### src/rtl/filter_config.svh
`ifndef FILTER_CONFIG_SVH
`define FILTER_CONFIG_SVH

// ------------------------------
// Stream format
// ------------------------------

// Width of one byte on the in_ and out_ streams
`define BYTE_W 8

// ------------------------------
// IPv4 header layout
// ------------------------------

// Byte index of the first source octet
// Counted from the first byte of the Ethernet frame
`define SRC_IP_OFFSET 26

// Byte index of the first destination octet
`define DST_IP_OFFSET 30

// A frame needs at least this many bytes to carry both addresses
`define HDR_END_OFFSET 34

// In-frame byte counter width, saturates at all ones
`define BYTE_CNT_W 11

// ------------------------------
// Blacklist table
// ------------------------------

`define BLACKLIST_SIZE 4

// 192.168.0.1 to 192.168.0.4
`define BLACKLIST_0 32'hC0A8_0001
`define BLACKLIST_1 32'hC0A8_0002
`define BLACKLIST_2 32'hC0A8_0003
`define BLACKLIST_3 32'hC0A8_0004

// ------------------------------
// Buffer sizes
// ------------------------------

// Byte FIFO entries, each with an end-of-frame bit
`define FRAME_BUF_DEPTH 256

// Verdicts that may wait for their frame
`define VERDICT_DEPTH 4

`endif
### src/rtl/filter_pkg.sv
`default_nettype none

`include "filter_config.svh"

package filter_pkg;

    // One byte of the frame stream
    typedef logic [`BYTE_W-1:0] byte_t;

    // IPv4 address, seen as one word or as four octets
    // Octet 0 arrives first on the wire and is the most significant
    typedef union packed {
        logic [31:0]     word;
        byte_t [0:3]     octet;
    } ipv4_addr_u;

endpackage

`default_nettype wire

### src/rtl/ipv4_frame_filter.sv
`timescale 1ns/1ns
`default_nettype none

module ipv4_frame_filter (
    input  wire                     clk,
    input  wire                     rst,
    input  wire filter_pkg::byte_t  in_data,
    input  wire                     in_valid,
    input  wire                     in_last,
    output filter_pkg::byte_t       out_data,
    output logic                    out_valid,
    output logic                    out_last
);

    // Parser to blacklist
    filter_pkg::ipv4_addr_u src_addr;
    filter_pkg::ipv4_addr_u dst_addr;
    logic                   hdr_ok;
    logic                   frame_done;

    // Blacklist to forwarder
    logic                   verdict_valid;
    logic                   verdict_drop;

    // Buffer read side
    filter_pkg::byte_t      rd_data;
    logic                   rd_last;
    logic                   buf_empty;
    logic                   rd_en;

    // ------------------------------
    // Producer, header and lookup
    // ------------------------------

    ip_header_parser u_parser (
        .clk        (clk),
        .rst        (rst),
        .in_data    (in_data),
        .in_valid   (in_valid),
        .in_last    (in_last),
        .src_addr   (src_addr),
        .dst_addr   (dst_addr),
        .hdr_ok     (hdr_ok),
        .frame_done (frame_done)
    );

    ip_blacklist u_blacklist (
        .clk           (clk),
        .rst           (rst),
        .src_addr      (src_addr),
        .dst_addr      (dst_addr),
        .hdr_ok        (hdr_ok),
        .frame_done    (frame_done),
        .verdict_valid (verdict_valid),
        .verdict_drop  (verdict_drop)
    );

    // Every input byte is stored, verdict or not
    frame_buffer u_buffer (
        .clk     (clk),
        .rst     (rst),
        .wr_en   (in_valid),
        .wr_data (in_data),
        .wr_last (in_last),
        .rd_en   (rd_en),
        .rd_data (rd_data),
        .rd_last (rd_last),
        .empty   (buf_empty),
        .full    ()
    );

    // ------------------------------
    // Consumer
    // ------------------------------

    frame_forwarder u_forwarder (
        .clk           (clk),
        .rst           (rst),
        .verdict_valid (verdict_valid),
        .verdict_drop  (verdict_drop),
        .rd_data       (rd_data),
        .rd_last       (rd_last),
        .empty         (buf_empty),
        .rd_en         (rd_en),
        .out_data      (out_data),
        .out_valid     (out_valid),
        .out_last      (out_last)
    );

endmodule

`default_nettype wire

### src/rtl/frame_forwarder.sv
`timescale 1ns/1ns
`default_nettype none

`include "filter_config.svh"

module frame_forwarder (
    input  wire                     clk,
    input  wire                     rst,
    input  wire                     verdict_valid,
    input  wire                     verdict_drop,
    input  wire filter_pkg::byte_t  rd_data,
    input  wire                     rd_last,
    input  wire                     empty,
    output logic                    rd_en,
    output filter_pkg::byte_t       out_data,
    output logic                    out_valid,
    output logic                    out_last
);

    localparam int unsigned Q_DEPTH = `VERDICT_DEPTH;
    localparam int unsigned Q_PTR_W = $clog2(Q_DEPTH);
    localparam logic [Q_PTR_W-1:0] Q_PTR_LAST = Q_PTR_W'(Q_DEPTH - 1);

    typedef enum logic {
        ST_IDLE,
        ST_STREAM
    } state_t;

    state_t state;

    // Verdict queue, one drop bit per finished frame
    logic               q_drop [Q_DEPTH];
    logic [Q_PTR_W-1:0] q_wr_ptr;
    logic [Q_PTR_W-1:0] q_rd_ptr;
    logic [Q_PTR_W:0]   q_count;
    logic               q_pop;
    logic               head_drop;

    // ------------------------------
    // Verdict queue
    // ------------------------------

    always_ff @(posedge clk) begin
        if (verdict_valid) begin
            q_drop[q_wr_ptr] <= verdict_drop;
        end
    end

    assign head_drop = q_drop[q_rd_ptr];

    // Head leaves once its last byte has been popped
    assign q_pop = rd_en && rd_last;

    always_ff @(posedge clk or posedge rst) begin
        if (rst) begin
            q_wr_ptr <= '0;
            q_rd_ptr <= '0;
            q_count  <= '0;
        end else begin
            if (verdict_valid) begin
                q_wr_ptr <= (q_wr_ptr == Q_PTR_LAST) ? '0 : q_wr_ptr + 1'b1;
            end
            if (q_pop) begin
                q_rd_ptr <= (q_rd_ptr == Q_PTR_LAST) ? '0 : q_rd_ptr + 1'b1;
            end
            case ({verdict_valid, q_pop})
                2'b10:   q_count <= q_count + 1'b1;
                2'b01:   q_count <= q_count - 1'b1;
                default: q_count <= q_count;
            endcase
        end
    end

    // ------------------------------
    // Frame FSM
    // ------------------------------

    // A verdict only exists once its whole frame sits in the buffer
    // so a frame streams out without holes
    assign rd_en = (state == ST_STREAM) && !empty;

    always_ff @(posedge clk or posedge rst) begin
        if (rst) begin
            state <= ST_IDLE;
        end else begin
            case (state)
                ST_IDLE: begin
                    if (q_count != '0) begin
                        state <= ST_STREAM;
                    end
                end
                ST_STREAM: begin
                    if (q_pop) begin
                        state <= ST_IDLE;
                    end
                end
                default: state <= ST_IDLE;
            endcase
        end
    end

    // Output register, dropped bytes are popped without a strobe
    always_ff @(posedge clk or posedge rst) begin
        if (rst) begin
            out_valid <= 1'b0;
            out_last  <= 1'b0;
        end else begin
            out_valid <= rd_en && !head_drop;
            out_last  <= q_pop && !head_drop;
        end
    end

    always_ff @(posedge clk) begin
        if (rd_en && !head_drop) begin
            out_data <= rd_data;
        end
    end

endmodule

`default_nettype wire

### src/rtl/frame_buffer.sv
`timescale 1ns/1ns
`default_nettype none

`include "filter_config.svh"

module frame_buffer (
    input  wire                     clk,
    input  wire                     rst,
    input  wire                     wr_en,
    input  wire filter_pkg::byte_t  wr_data,
    input  wire                     wr_last,
    input  wire                     rd_en,
    output filter_pkg::byte_t       rd_data,
    output logic                    rd_last,
    output logic                    empty,
    output logic                    full
);

    localparam int unsigned DEPTH = `FRAME_BUF_DEPTH;
    localparam int unsigned PTR_W = $clog2(DEPTH);
    localparam logic [PTR_W-1:0] PTR_LAST = PTR_W'(DEPTH - 1);
    localparam logic [PTR_W:0]   CNT_FULL = (PTR_W + 1)'(DEPTH);

    // Entry layout is {last, byte}
    logic [`BYTE_W:0]   mem [DEPTH];
    logic [`BYTE_W:0]   head;
    logic [PTR_W-1:0]   wr_ptr;
    logic [PTR_W-1:0]   rd_ptr;
    logic [PTR_W:0]     count;

    // ------------------------------
    // Storage
    // ------------------------------

    always_ff @(posedge clk) begin
        if (wr_en) begin
            mem[wr_ptr] <= {wr_last, wr_data};
        end
    end

    // First word falls through, visible the cycle after its write
    assign head    = mem[rd_ptr];
    assign rd_data = head[`BYTE_W-1:0];
    assign rd_last = head[`BYTE_W];

    assign empty = (count == '0);
    assign full  = (count == CNT_FULL);

    // ------------------------------
    // Pointers and occupancy
    // ------------------------------

    always_ff @(posedge clk or posedge rst) begin
        if (rst) begin
            wr_ptr <= '0;
            rd_ptr <= '0;
            count  <= '0;
        end else begin
            if (wr_en) begin
                wr_ptr <= (wr_ptr == PTR_LAST) ? '0 : wr_ptr + 1'b1;
            end
            if (rd_en) begin
                rd_ptr <= (rd_ptr == PTR_LAST) ? '0 : rd_ptr + 1'b1;
            end
            // Simultaneous push and pop leaves the count as is
            case ({wr_en, rd_en})
                2'b10:   count <= count + 1'b1;
                2'b01:   count <= count - 1'b1;
                default: count <= count;
            endcase
        end
    end

endmodule

`default_nettype wire

### src/rtl/ip_blacklist.sv
`timescale 1ns/1ns
`default_nettype none

`include "filter_config.svh"

module ip_blacklist (
    input  wire                         clk,
    input  wire                         rst,
    input  wire filter_pkg::ipv4_addr_u src_addr,
    input  wire filter_pkg::ipv4_addr_u dst_addr,
    input  wire                         hdr_ok,
    input  wire                         frame_done,
    output logic                        verdict_valid,
    output logic                        verdict_drop
);

    // Fixed table of blocked addresses
    localparam logic [31:0] BLACKLIST [`BLACKLIST_SIZE] = '{
        `BLACKLIST_0,
        `BLACKLIST_1,
        `BLACKLIST_2,
        `BLACKLIST_3
    };

    logic src_hit;
    logic dst_hit;

    // ------------------------------
    // Table compare
    // ------------------------------

    // Both words checked against every entry in parallel
    always_comb begin
        src_hit = 1'b0;
        dst_hit = 1'b0;
        for (int i = 0; i < `BLACKLIST_SIZE; i++) begin
            if (src_addr.word == BLACKLIST[i]) begin
                src_hit = 1'b1;
            end
            if (dst_addr.word == BLACKLIST[i]) begin
                dst_hit = 1'b1;
            end
        end
    end

    // Runts carry no usable header and are always dropped
    always_ff @(posedge clk or posedge rst) begin
        if (rst) begin
            verdict_valid <= 1'b0;
            verdict_drop  <= 1'b0;
        end else begin
            verdict_valid <= frame_done;
            if (frame_done) begin
                verdict_drop <= !hdr_ok || src_hit || dst_hit;
            end
        end
    end

endmodule

`default_nettype wire

### src/rtl/ip_header_parser.sv
`timescale 1ns/1ns
`default_nettype none

`include "filter_config.svh"

module ip_header_parser (
    input  wire                     clk,
    input  wire                     rst,
    input  wire filter_pkg::byte_t  in_data,
    input  wire                     in_valid,
    input  wire                     in_last,
    output filter_pkg::ipv4_addr_u  src_addr,
    output filter_pkg::ipv4_addr_u  dst_addr,
    output logic                    hdr_ok,
    output logic                    frame_done
);

    localparam logic [`BYTE_CNT_W-1:0] SRC_OFF   = `SRC_IP_OFFSET;
    localparam logic [`BYTE_CNT_W-1:0] DST_OFF   = `DST_IP_OFFSET;
    localparam logic [`BYTE_CNT_W-1:0] HDR_LAST  = `HDR_END_OFFSET - 1;
    localparam logic [`BYTE_CNT_W-1:0] IP_OCTETS = 4;
    localparam logic [`BYTE_CNT_W-1:0] CNT_MAX   = '1;

    // Index of the current byte inside its frame
    logic [`BYTE_CNT_W-1:0] byte_cnt;
    logic [`BYTE_CNT_W-1:0] src_rel;
    logic [`BYTE_CNT_W-1:0] dst_rel;
    logic                   in_src;
    logic                   in_dst;

    // Addresses being assembled for the frame in flight
    filter_pkg::ipv4_addr_u src_acc;
    filter_pkg::ipv4_addr_u dst_acc;
    filter_pkg::ipv4_addr_u src_nxt;
    filter_pkg::ipv4_addr_u dst_nxt;

    // ------------------------------
    // Octet placement
    // ------------------------------

    assign src_rel = byte_cnt - SRC_OFF;
    assign dst_rel = byte_cnt - DST_OFF;
    assign in_src  = (byte_cnt >= SRC_OFF) && (src_rel < IP_OCTETS);
    assign in_dst  = (byte_cnt >= DST_OFF) && (dst_rel < IP_OCTETS);

    // Merge the current byte so the last byte can complete an address
    always_comb begin
        src_nxt = src_acc;
        dst_nxt = dst_acc;
        if (in_valid && in_src) begin
            src_nxt.octet[src_rel[1:0]] = in_data;
        end
        if (in_valid && in_dst) begin
            dst_nxt.octet[dst_rel[1:0]] = in_data;
        end
    end

    always_ff @(posedge clk) begin
        src_acc <= src_nxt;
        dst_acc <= dst_nxt;
        // Outputs freeze at end of frame until the next one ends
        if (in_valid && in_last) begin
            src_addr <= src_nxt;
            dst_addr <= dst_nxt;
        end
    end

    // ------------------------------
    // Byte count and frame end
    // ------------------------------

    always_ff @(posedge clk or posedge rst) begin
        if (rst) begin
            byte_cnt   <= '0;
            hdr_ok     <= 1'b0;
            frame_done <= 1'b0;
        end else begin
            frame_done <= in_valid && in_last;
            if (in_valid) begin
                if (in_last) begin
                    // Frame length is byte_cnt + 1
                    hdr_ok   <= (byte_cnt >= HDR_LAST);
                    byte_cnt <= '0;
                end else if (byte_cnt != CNT_MAX) begin
                    byte_cnt <= byte_cnt + 1'b1;
                end
            end
        end
    end

endmodule

`default_nettype wire

### config.mk
export PLATFORM = sky130hd
export DESIGN_NAME = ipv4_frame_filter
export DESIGN_NICKNAME = d
export VERILOG_FILES = /design/src/rtl/filter_pkg.sv /design/src/rtl/ipv4_frame_filter.sv /design/src/rtl/frame_forwarder.sv /design/src/rtl/frame_buffer.sv /design/src/rtl/ip_blacklist.sv /design/src/rtl/ip_header_parser.sv
export VERILOG_INCLUDE_DIRS = /design/src /design/src/rtl
export SDC_FILE = /design/constraint.sdc
export NUM_CORES = 2
export LEC_CHECK = 0
export BUFFER_PORTS_ARGS = -buffer_cell sky130_fd_sc_hd__buf_2
export CORE_MARGIN = 2
export CORE_UTILIZATION = 57
export CTS_CLUSTER_SIZE = 8
export DETAILED_ROUTE_END_ITERATION = 12
export PLACE_DENSITY = 0.75
export RECOVER_POWER = 50
export REMOVE_ABC_BUFFERS = 1
export SYNTH_ARGS = -nofsm -noshare
export SYNTH_HDL_FRONTEND = slang
export SYNTH_SLANG_ARGS = --single-unit
### constraint.sdc
create_clock -name clk -period 3.6 [get_ports clk]
set_clock_uncertainty 0.15 [all_clocks]
set_input_delay 0 -clock clk [delete_from_list [all_inputs] [get_ports clk]]
set_output_delay 0 -clock clk [all_outputs]
set_load 0.01 [all_outputs]
# Yosys cells after proc, flatten, opt, wreduce, memory -nomap -nowiden
# Memories as Yosys holds them, arrays and structs flattened.
# Cells that the tools add are included.
# word_totals
regBits	186
latch_bits	0
ramBits	2308
romBits	0
in_bits	12
out_inout_bits	10
word_cells	115
memories	2
# mem_list
name	words	width	read_ports	rd_clocked_by_memory_dff	write_ports	line_no	rtl
u_buffer.mem	256	9	1	0	1	frame_buffer.sv:25	logic [`BYTE_W:0] mem [DEPTH];
u_forwarder.q_drop	4	1	1	0	1	frame_forwarder.sv:32	logic q_drop [Q_DEPTH];
# classes
addsub	11
multipliers	0
div	0
order_cmp	9
n_eq_ne	17
shift	0
mux	31
bitwise_logic	3
reduce_logical	23
# op_table
cell	n
$eq A32 B32 Y1 const B	8
$bwmux W32	2
$mux W32	2
$demux W8 S2	2
$mux W8	4
$ge A11 B5 Y1 const B	2
$lt A11 B3 Y1 const B	2
$mux W11	2
$sub A11 B5 Y11 const B	2
$pmux W9 S2	1
$add A8 B1 Y8 const B	2
$eq A8 B8 Y1 const B	2
$mux W1	14
$add A11 B1 Y11 const B	1
$ge A11 B6 Y1 const B	1
$logic_and A1 B1 Y1	11
$ne A11 B11 Y1 const B	1
$add A9 B1 Y9 const B	1
$logic_not A9 Y1	1
$sub A9 B1 Y9 const B	1
$eq A2 B2 Y1 const B	4
$ge A3 B3 Y1 const B	2
$lt A3 B1 Y1 const B	2
$not A2 Y3	2
13 further kinds	22

# Longest topological paths before layout
# depth
depth_word	8
depth_mapped	18
depth_no_buf	14

# By module
# Synthesis repeated with hierarchy kept, for this count alone.
# hier_totals
hier_cells	4790
area_unflattened_um2	96948.0
# modules_own_cells
module	n_inst	cells_per_inst	area_each_um2	seq_area_each_um2
frame_buffer	1	4383	90752.0	69812.0
ip_header_parser	1	317	5037.3	3528.4
frame_forwarder	1	58	922.1	610.6
ip_blacklist	1	32	236.5	50.0

# Worst setup path before layout
# Ideal clock, no wire load.
# synth_timing
kind	register to register
startpoint	register u_buffer.count[5]
endpoint	register u_buffer.count[8]
setup_ns	0.079
t_arrival_ns	3.746
required_time_ns	3.371
slack_ns	-0.375
path_stages_with_launch	14
n_path_buf	0
synth_period_minus_slack_ns	3.975
path_cell_list	dfrtp_1 nor4_1 nand2_1 o41ai_1 inv_1 ha_1 fa_1 a21o_1 a21oi_1 o21bai_1 a2111o_1 and3_1 nor3_1 xor2_1
# synth_via
elab_chain_len	5
word_cells_on_any_way	9
classes_between	add/sub (2); eq/ne (2); mux (1); reduce/logical (4)
# synth_lines
element	line_no	rtl
start, declared	frame_buffer.sv:29	logic [PTR_W:0] count;
start signal, assigned	frame_buffer.sv:67	2'b10: count <= count + 1'b1;
start signal, assigned	frame_buffer.sv:68	2'b01: count <= count - 1'b1;
start signal, assigned	frame_buffer.sv:69	default: count <= count;
$logic_not A9 Y1 *	frame_buffer.sv:46	assign empty = (count == '0);
$logic_not A1 Y1 *	frame_forwarder.sv:80	assign rd_en = (state == ST_STREAM) && !empty;
$logic_and A1 B1 Y1 *	frame_forwarder.sv:80	
named net rd_en	ipv4_frame_filter.sv:29	logic rd_en;
$eq A2 B1 Y1 or $eq A2 B2 Y1 (tied branches)	frame_buffer.sv:66	case ({wr_en, rd_en})
$pmux W9 S2 or $reduce_bool A2 Y1 (tied branches)	--	
# The timed path passes the listed nets; every way through them passes the cells marked *.
# A chain may end at the register's enable or synchronous reset.

# Worst setup path after layout
# layout_timing
startpoint	register u_buffer.rd_ptr[0]
endpoint	register u_forwarder.out_data[1] (data pin)
# layout_via
elab_chain_len	1
# layout_lines
element	line_no	rtl
start, declared	frame_buffer.sv:28	logic [PTR_W-1:0] rd_ptr;
start signal, assigned	frame_buffer.sv:63	rd_ptr <= (rd_ptr == PTR_LAST) ? '0 : rd_ptr + 1'b1;
$mem_v2 Z256 W9	--	
named net rd_data[1]	ipv4_frame_filter.sv:26	filter_pkg::byte_t rd_data;
end signal, assigned	frame_forwarder.sv:115	out_data <= rd_data;
end, declared	frame_forwarder.sv:15	output filter_pkg::byte_t out_data,
# The timed path passes the listed nets, and every way through them passes these cells.

==> out/summary.txt <==
Worst-path cell chain: buf_12 > clkbuf_16 > clkbuf_16 > mux4_2 > mux4_2 > a22oi_2 > buf_4 > a21oi_1 > buf_12 > or4_1
Violated checks: capacitance limit, slew limit, setup timing
Critical Path RT: 4.09 ns
Status: complete, but fails checks
Final worst slack: -0.2556 ns
Area of the multi-input gates: 0.02134 mm^2
Synth Flop Type: edfxtp_1
Largest net degree at the start of global routing: 151
Fmax: 0.2594 GHz
Slew @ Worst Pin: 3.492 ns
Peak supply drop: 0.6922 mV
Hold WS: 0.2582 ns
Initial DRC Count: 7,293
Clk sinks: 2,494
Cells after synthesis: 4,308
Routed wire per std cell: 35.09 um
Routed Antenna Nets: 0
Rows: 150
Top delay family on crit path: multiplexers
Grt total ovfl: 0
Syn avg cell area: 22.33 um^2
Buf/Inv on CP: 5
H-tree levels: 5
Leakage: 0.03699 uW
Synth top area share: 74.30%
Dpl cell area: 0.1024 mm^2
Setup CP Type: flip-flop to flip-flop
Fin. max-slew vios: 1,464
CTS Root Cell: clkbuf_16
DRC Markers: 0
Final Non-Filler Cells: 7,334
RePlAce Congestion: 0.8933
Area growth from synthesis to layout: 17.90%
CTS tree: yes
CTS buffer count: 361
HPWL after detailed placement: 139,600 um
Antenna violations before repair: 4
Slowest stage cell, crit path: mux4_2
# fillers: 9,799
Die height: 414.8 um
Post-synthesis sequential area ratio: 76.93%
Cell area after layout: 0.1134 mm^2
Vias/cell: 6.867
FF+latch count, synth: 2,494
Clock tree buffer depth: 4
RSZ-0062 raised after global routing: yes
Top-level I/O count: 22
CP peak stage delay: 0.55 ns
Nets: 5,099
Synth warn: 0
Max-Cap Viols: 15
Via count: 50.36k
Crit end category: flip-flop
HP Class: flip-flop to flip-flop
Clock transition at the registers of the reported paths: 0.05 ns
Clk Latency, worst-skew pair: 0.93 ns
Crit path arrival time: 4.35 ns
Core box area: 0.1674 mm^2
FF+latch area: 0.07401 mm^2
Post-synth EDFFs: 2,380
Post-Route WL: 257,400 um
Netlist cell types: 62
Ys async rst share: 2.005%
Tmin final: 3.856 ns
Share of cells above drive strength 1: 35.25%
Setup violators final: 15
DRT Pass-1 Iters: 6
Final Hold Fails: 0
Power per Cell Area: 771.4 mW/mm^2
First-pass GRT wire length: 362,300 um
Slew margin rel.: -132.8%
Vias in the first global route: 51.11k
Initial Util: 57.46%
Placed Cells: 6,822
Synth top area cells: edfxtp_1 (74%), mux4_2 (16%), dfxtp_1 (1.3%), dfrtp_1 (1.3%), nor2_1 (1.2%)
Worst setup SP type: flip-flop
Fin crit share: 107.1%
Synthesized area: 0.09619 mm^2
Die ar.: 0.1721 mm^2
Critical path peak fanout: 8
Number of I/O port buffers: 21
Synth area leader: edfxtp_1
Tot Pwr: 87,490 uW
Die Span X: 414.8 um
Final core occ: 67.75%
Tot GR Track Use: 29.36%
Reg2Reg Setup Slack: -0.26 ns
==> report_power, final <==
part / total (uW) / internal [uW] / switching (uW)
sequential: 33000 / 32500 / 544
combinational: 25200 / 12100 / 13100
clock: 29300 / 17900 / 11400
total: 87500 / 62400 / 25100
==> cell usage after synthesis (24+ instances only) <==
cell type / count
a21oi_1: 53
a22oi_1: 78
buf_1: 24
buf_2: 79
buf_4: 37
clkbuf_1: 79
dfrtp_1: 50
dfxtp_1: 64
edfxtp_1: 2380
ha_1: 26
mux2_2: 69
mux2i_1: 32
mux4_2: 693
nand2_1: 76
nor2_1: 310
==> final cells by class <==
type	instances	share of cell area, %
Timing Repair Buffer	622	5.096
Clock inverter	7	0.05406
Antenna cell	1	0.002206
Multi-Input combinational cell	1556	18.82
Tap cell	2204	2.431
Inverter	24	0.08605
Sequential cell	2494	65.26
Clock buffer	426	8.255
==> worst reg2reg max path: cells and delay by family (launching register included) <==
family                 cells  cell delay [ns]
DFF                        1             0.53
muxes                      2             1.06
and+or+nand+nor            1             0.50
buffers and inverters      5             0.95
AOI/OAI and AO/OA          2             0.37
==> what timing repair did <==
item | CTS | global route
setup buffers | 28 | 22
setup endpoints to repair | 14 | 12
resized for setup | 136 | 47
hold buffers | 15 | 0
endpoints found under the hold margin | 2507 | 0
gates cloned | 10 | 10
pin swaps | 21 | 25
==> flip-flops by register name, summed over array words and instances, names as in the netlist, 3 cells and up <==
signal and cells:
u_buffer.count 9, u_buffer.mem 2304, u_buffer.rd_ptr 8, u_buffer.wr_ptr 8, u_forwarder.out_data 8, u_forwarder.q_count 3, u_forwarder.q_drop 4, u_parser.byte_cnt 11
u_parser.dst_acc 32, u_parser.dst_addr 32, u_parser.src_acc 32, u_parser.src_addr 32
==> per-stage QoR <==
stage          setup TNS, ns  worst slack, ns
6_report              -2.026          -0.2556
4_1_cts               -1.154          -0.1441
5_1_grt               -19.25          -0.3504
2_1_floorplan        -442.12           -20.48
3_5_place_dp          -6.387          -0.6582
3_3_place_gp          -6.873          -0.7011
==> kinds of logic (layout without fill, tap and decap cells) <==
logic type      Yosys count  after routing  share of synthesized area, %
xor+xnor                 31             31                        0.2823
mux                     794            794                         17.37
compound gates          203            203                         1.429
buf+inv                 258           1079                         1.375
other cells               0              1                             0
flops                  2494           2494                         76.93
fa+ha+maj                28             28                        0.3798
simple gates            500            500                         2.239
==> per-layer routing <==
layer  up-vias  wire length (um)  share of wire (%)  global-route usage (%)
li1      19440                 -                  -                       -
met1     26250             89380                 35                   38.64
met2      3886            125800                 49                   47.13
met3       780             28760                 11                   7.183
met4         6             13360                5.2                   13.00
met5         -                41              0.016                       0
==> placed cells by master (no fill, tap or decap), drive strengths merged, types with 14 or more instances in the layout <==
master          n
edfxtp       2380
mux4          693
buf           545
clkbuf        485
nor2          310
a22oi          78
nand2          76
mux2           69
dfxtp          64
a21oi          53
dfrtp          50
mux2i          32
inv            31
ha             26
o21ai          23
xnor2          20
nor3           17
dlygate4sd3    15
nand3          14
==> path summary, 6_finish.rpt <==
kind                                startpoint                        end  depth (start not counted)
max                         u_buffer.rd_ptr[0]    u_forwarder.out_data[1]                         10
min                        u_parser.frame_done  u_blacklist.verdict_valid                          0
min reg2reg                u_parser.frame_done  u_blacklist.verdict_valid                          0
min in group asynchronous                  rst      u_parser.byte_cnt[10]                          4
max in group asynchronous                  rst          u_buffer.count[4]                          5
max reg2reg                 u_buffer.rd_ptr[0]    u_forwarder.out_data[1]                         10
(Power assumes the default switching activity.)
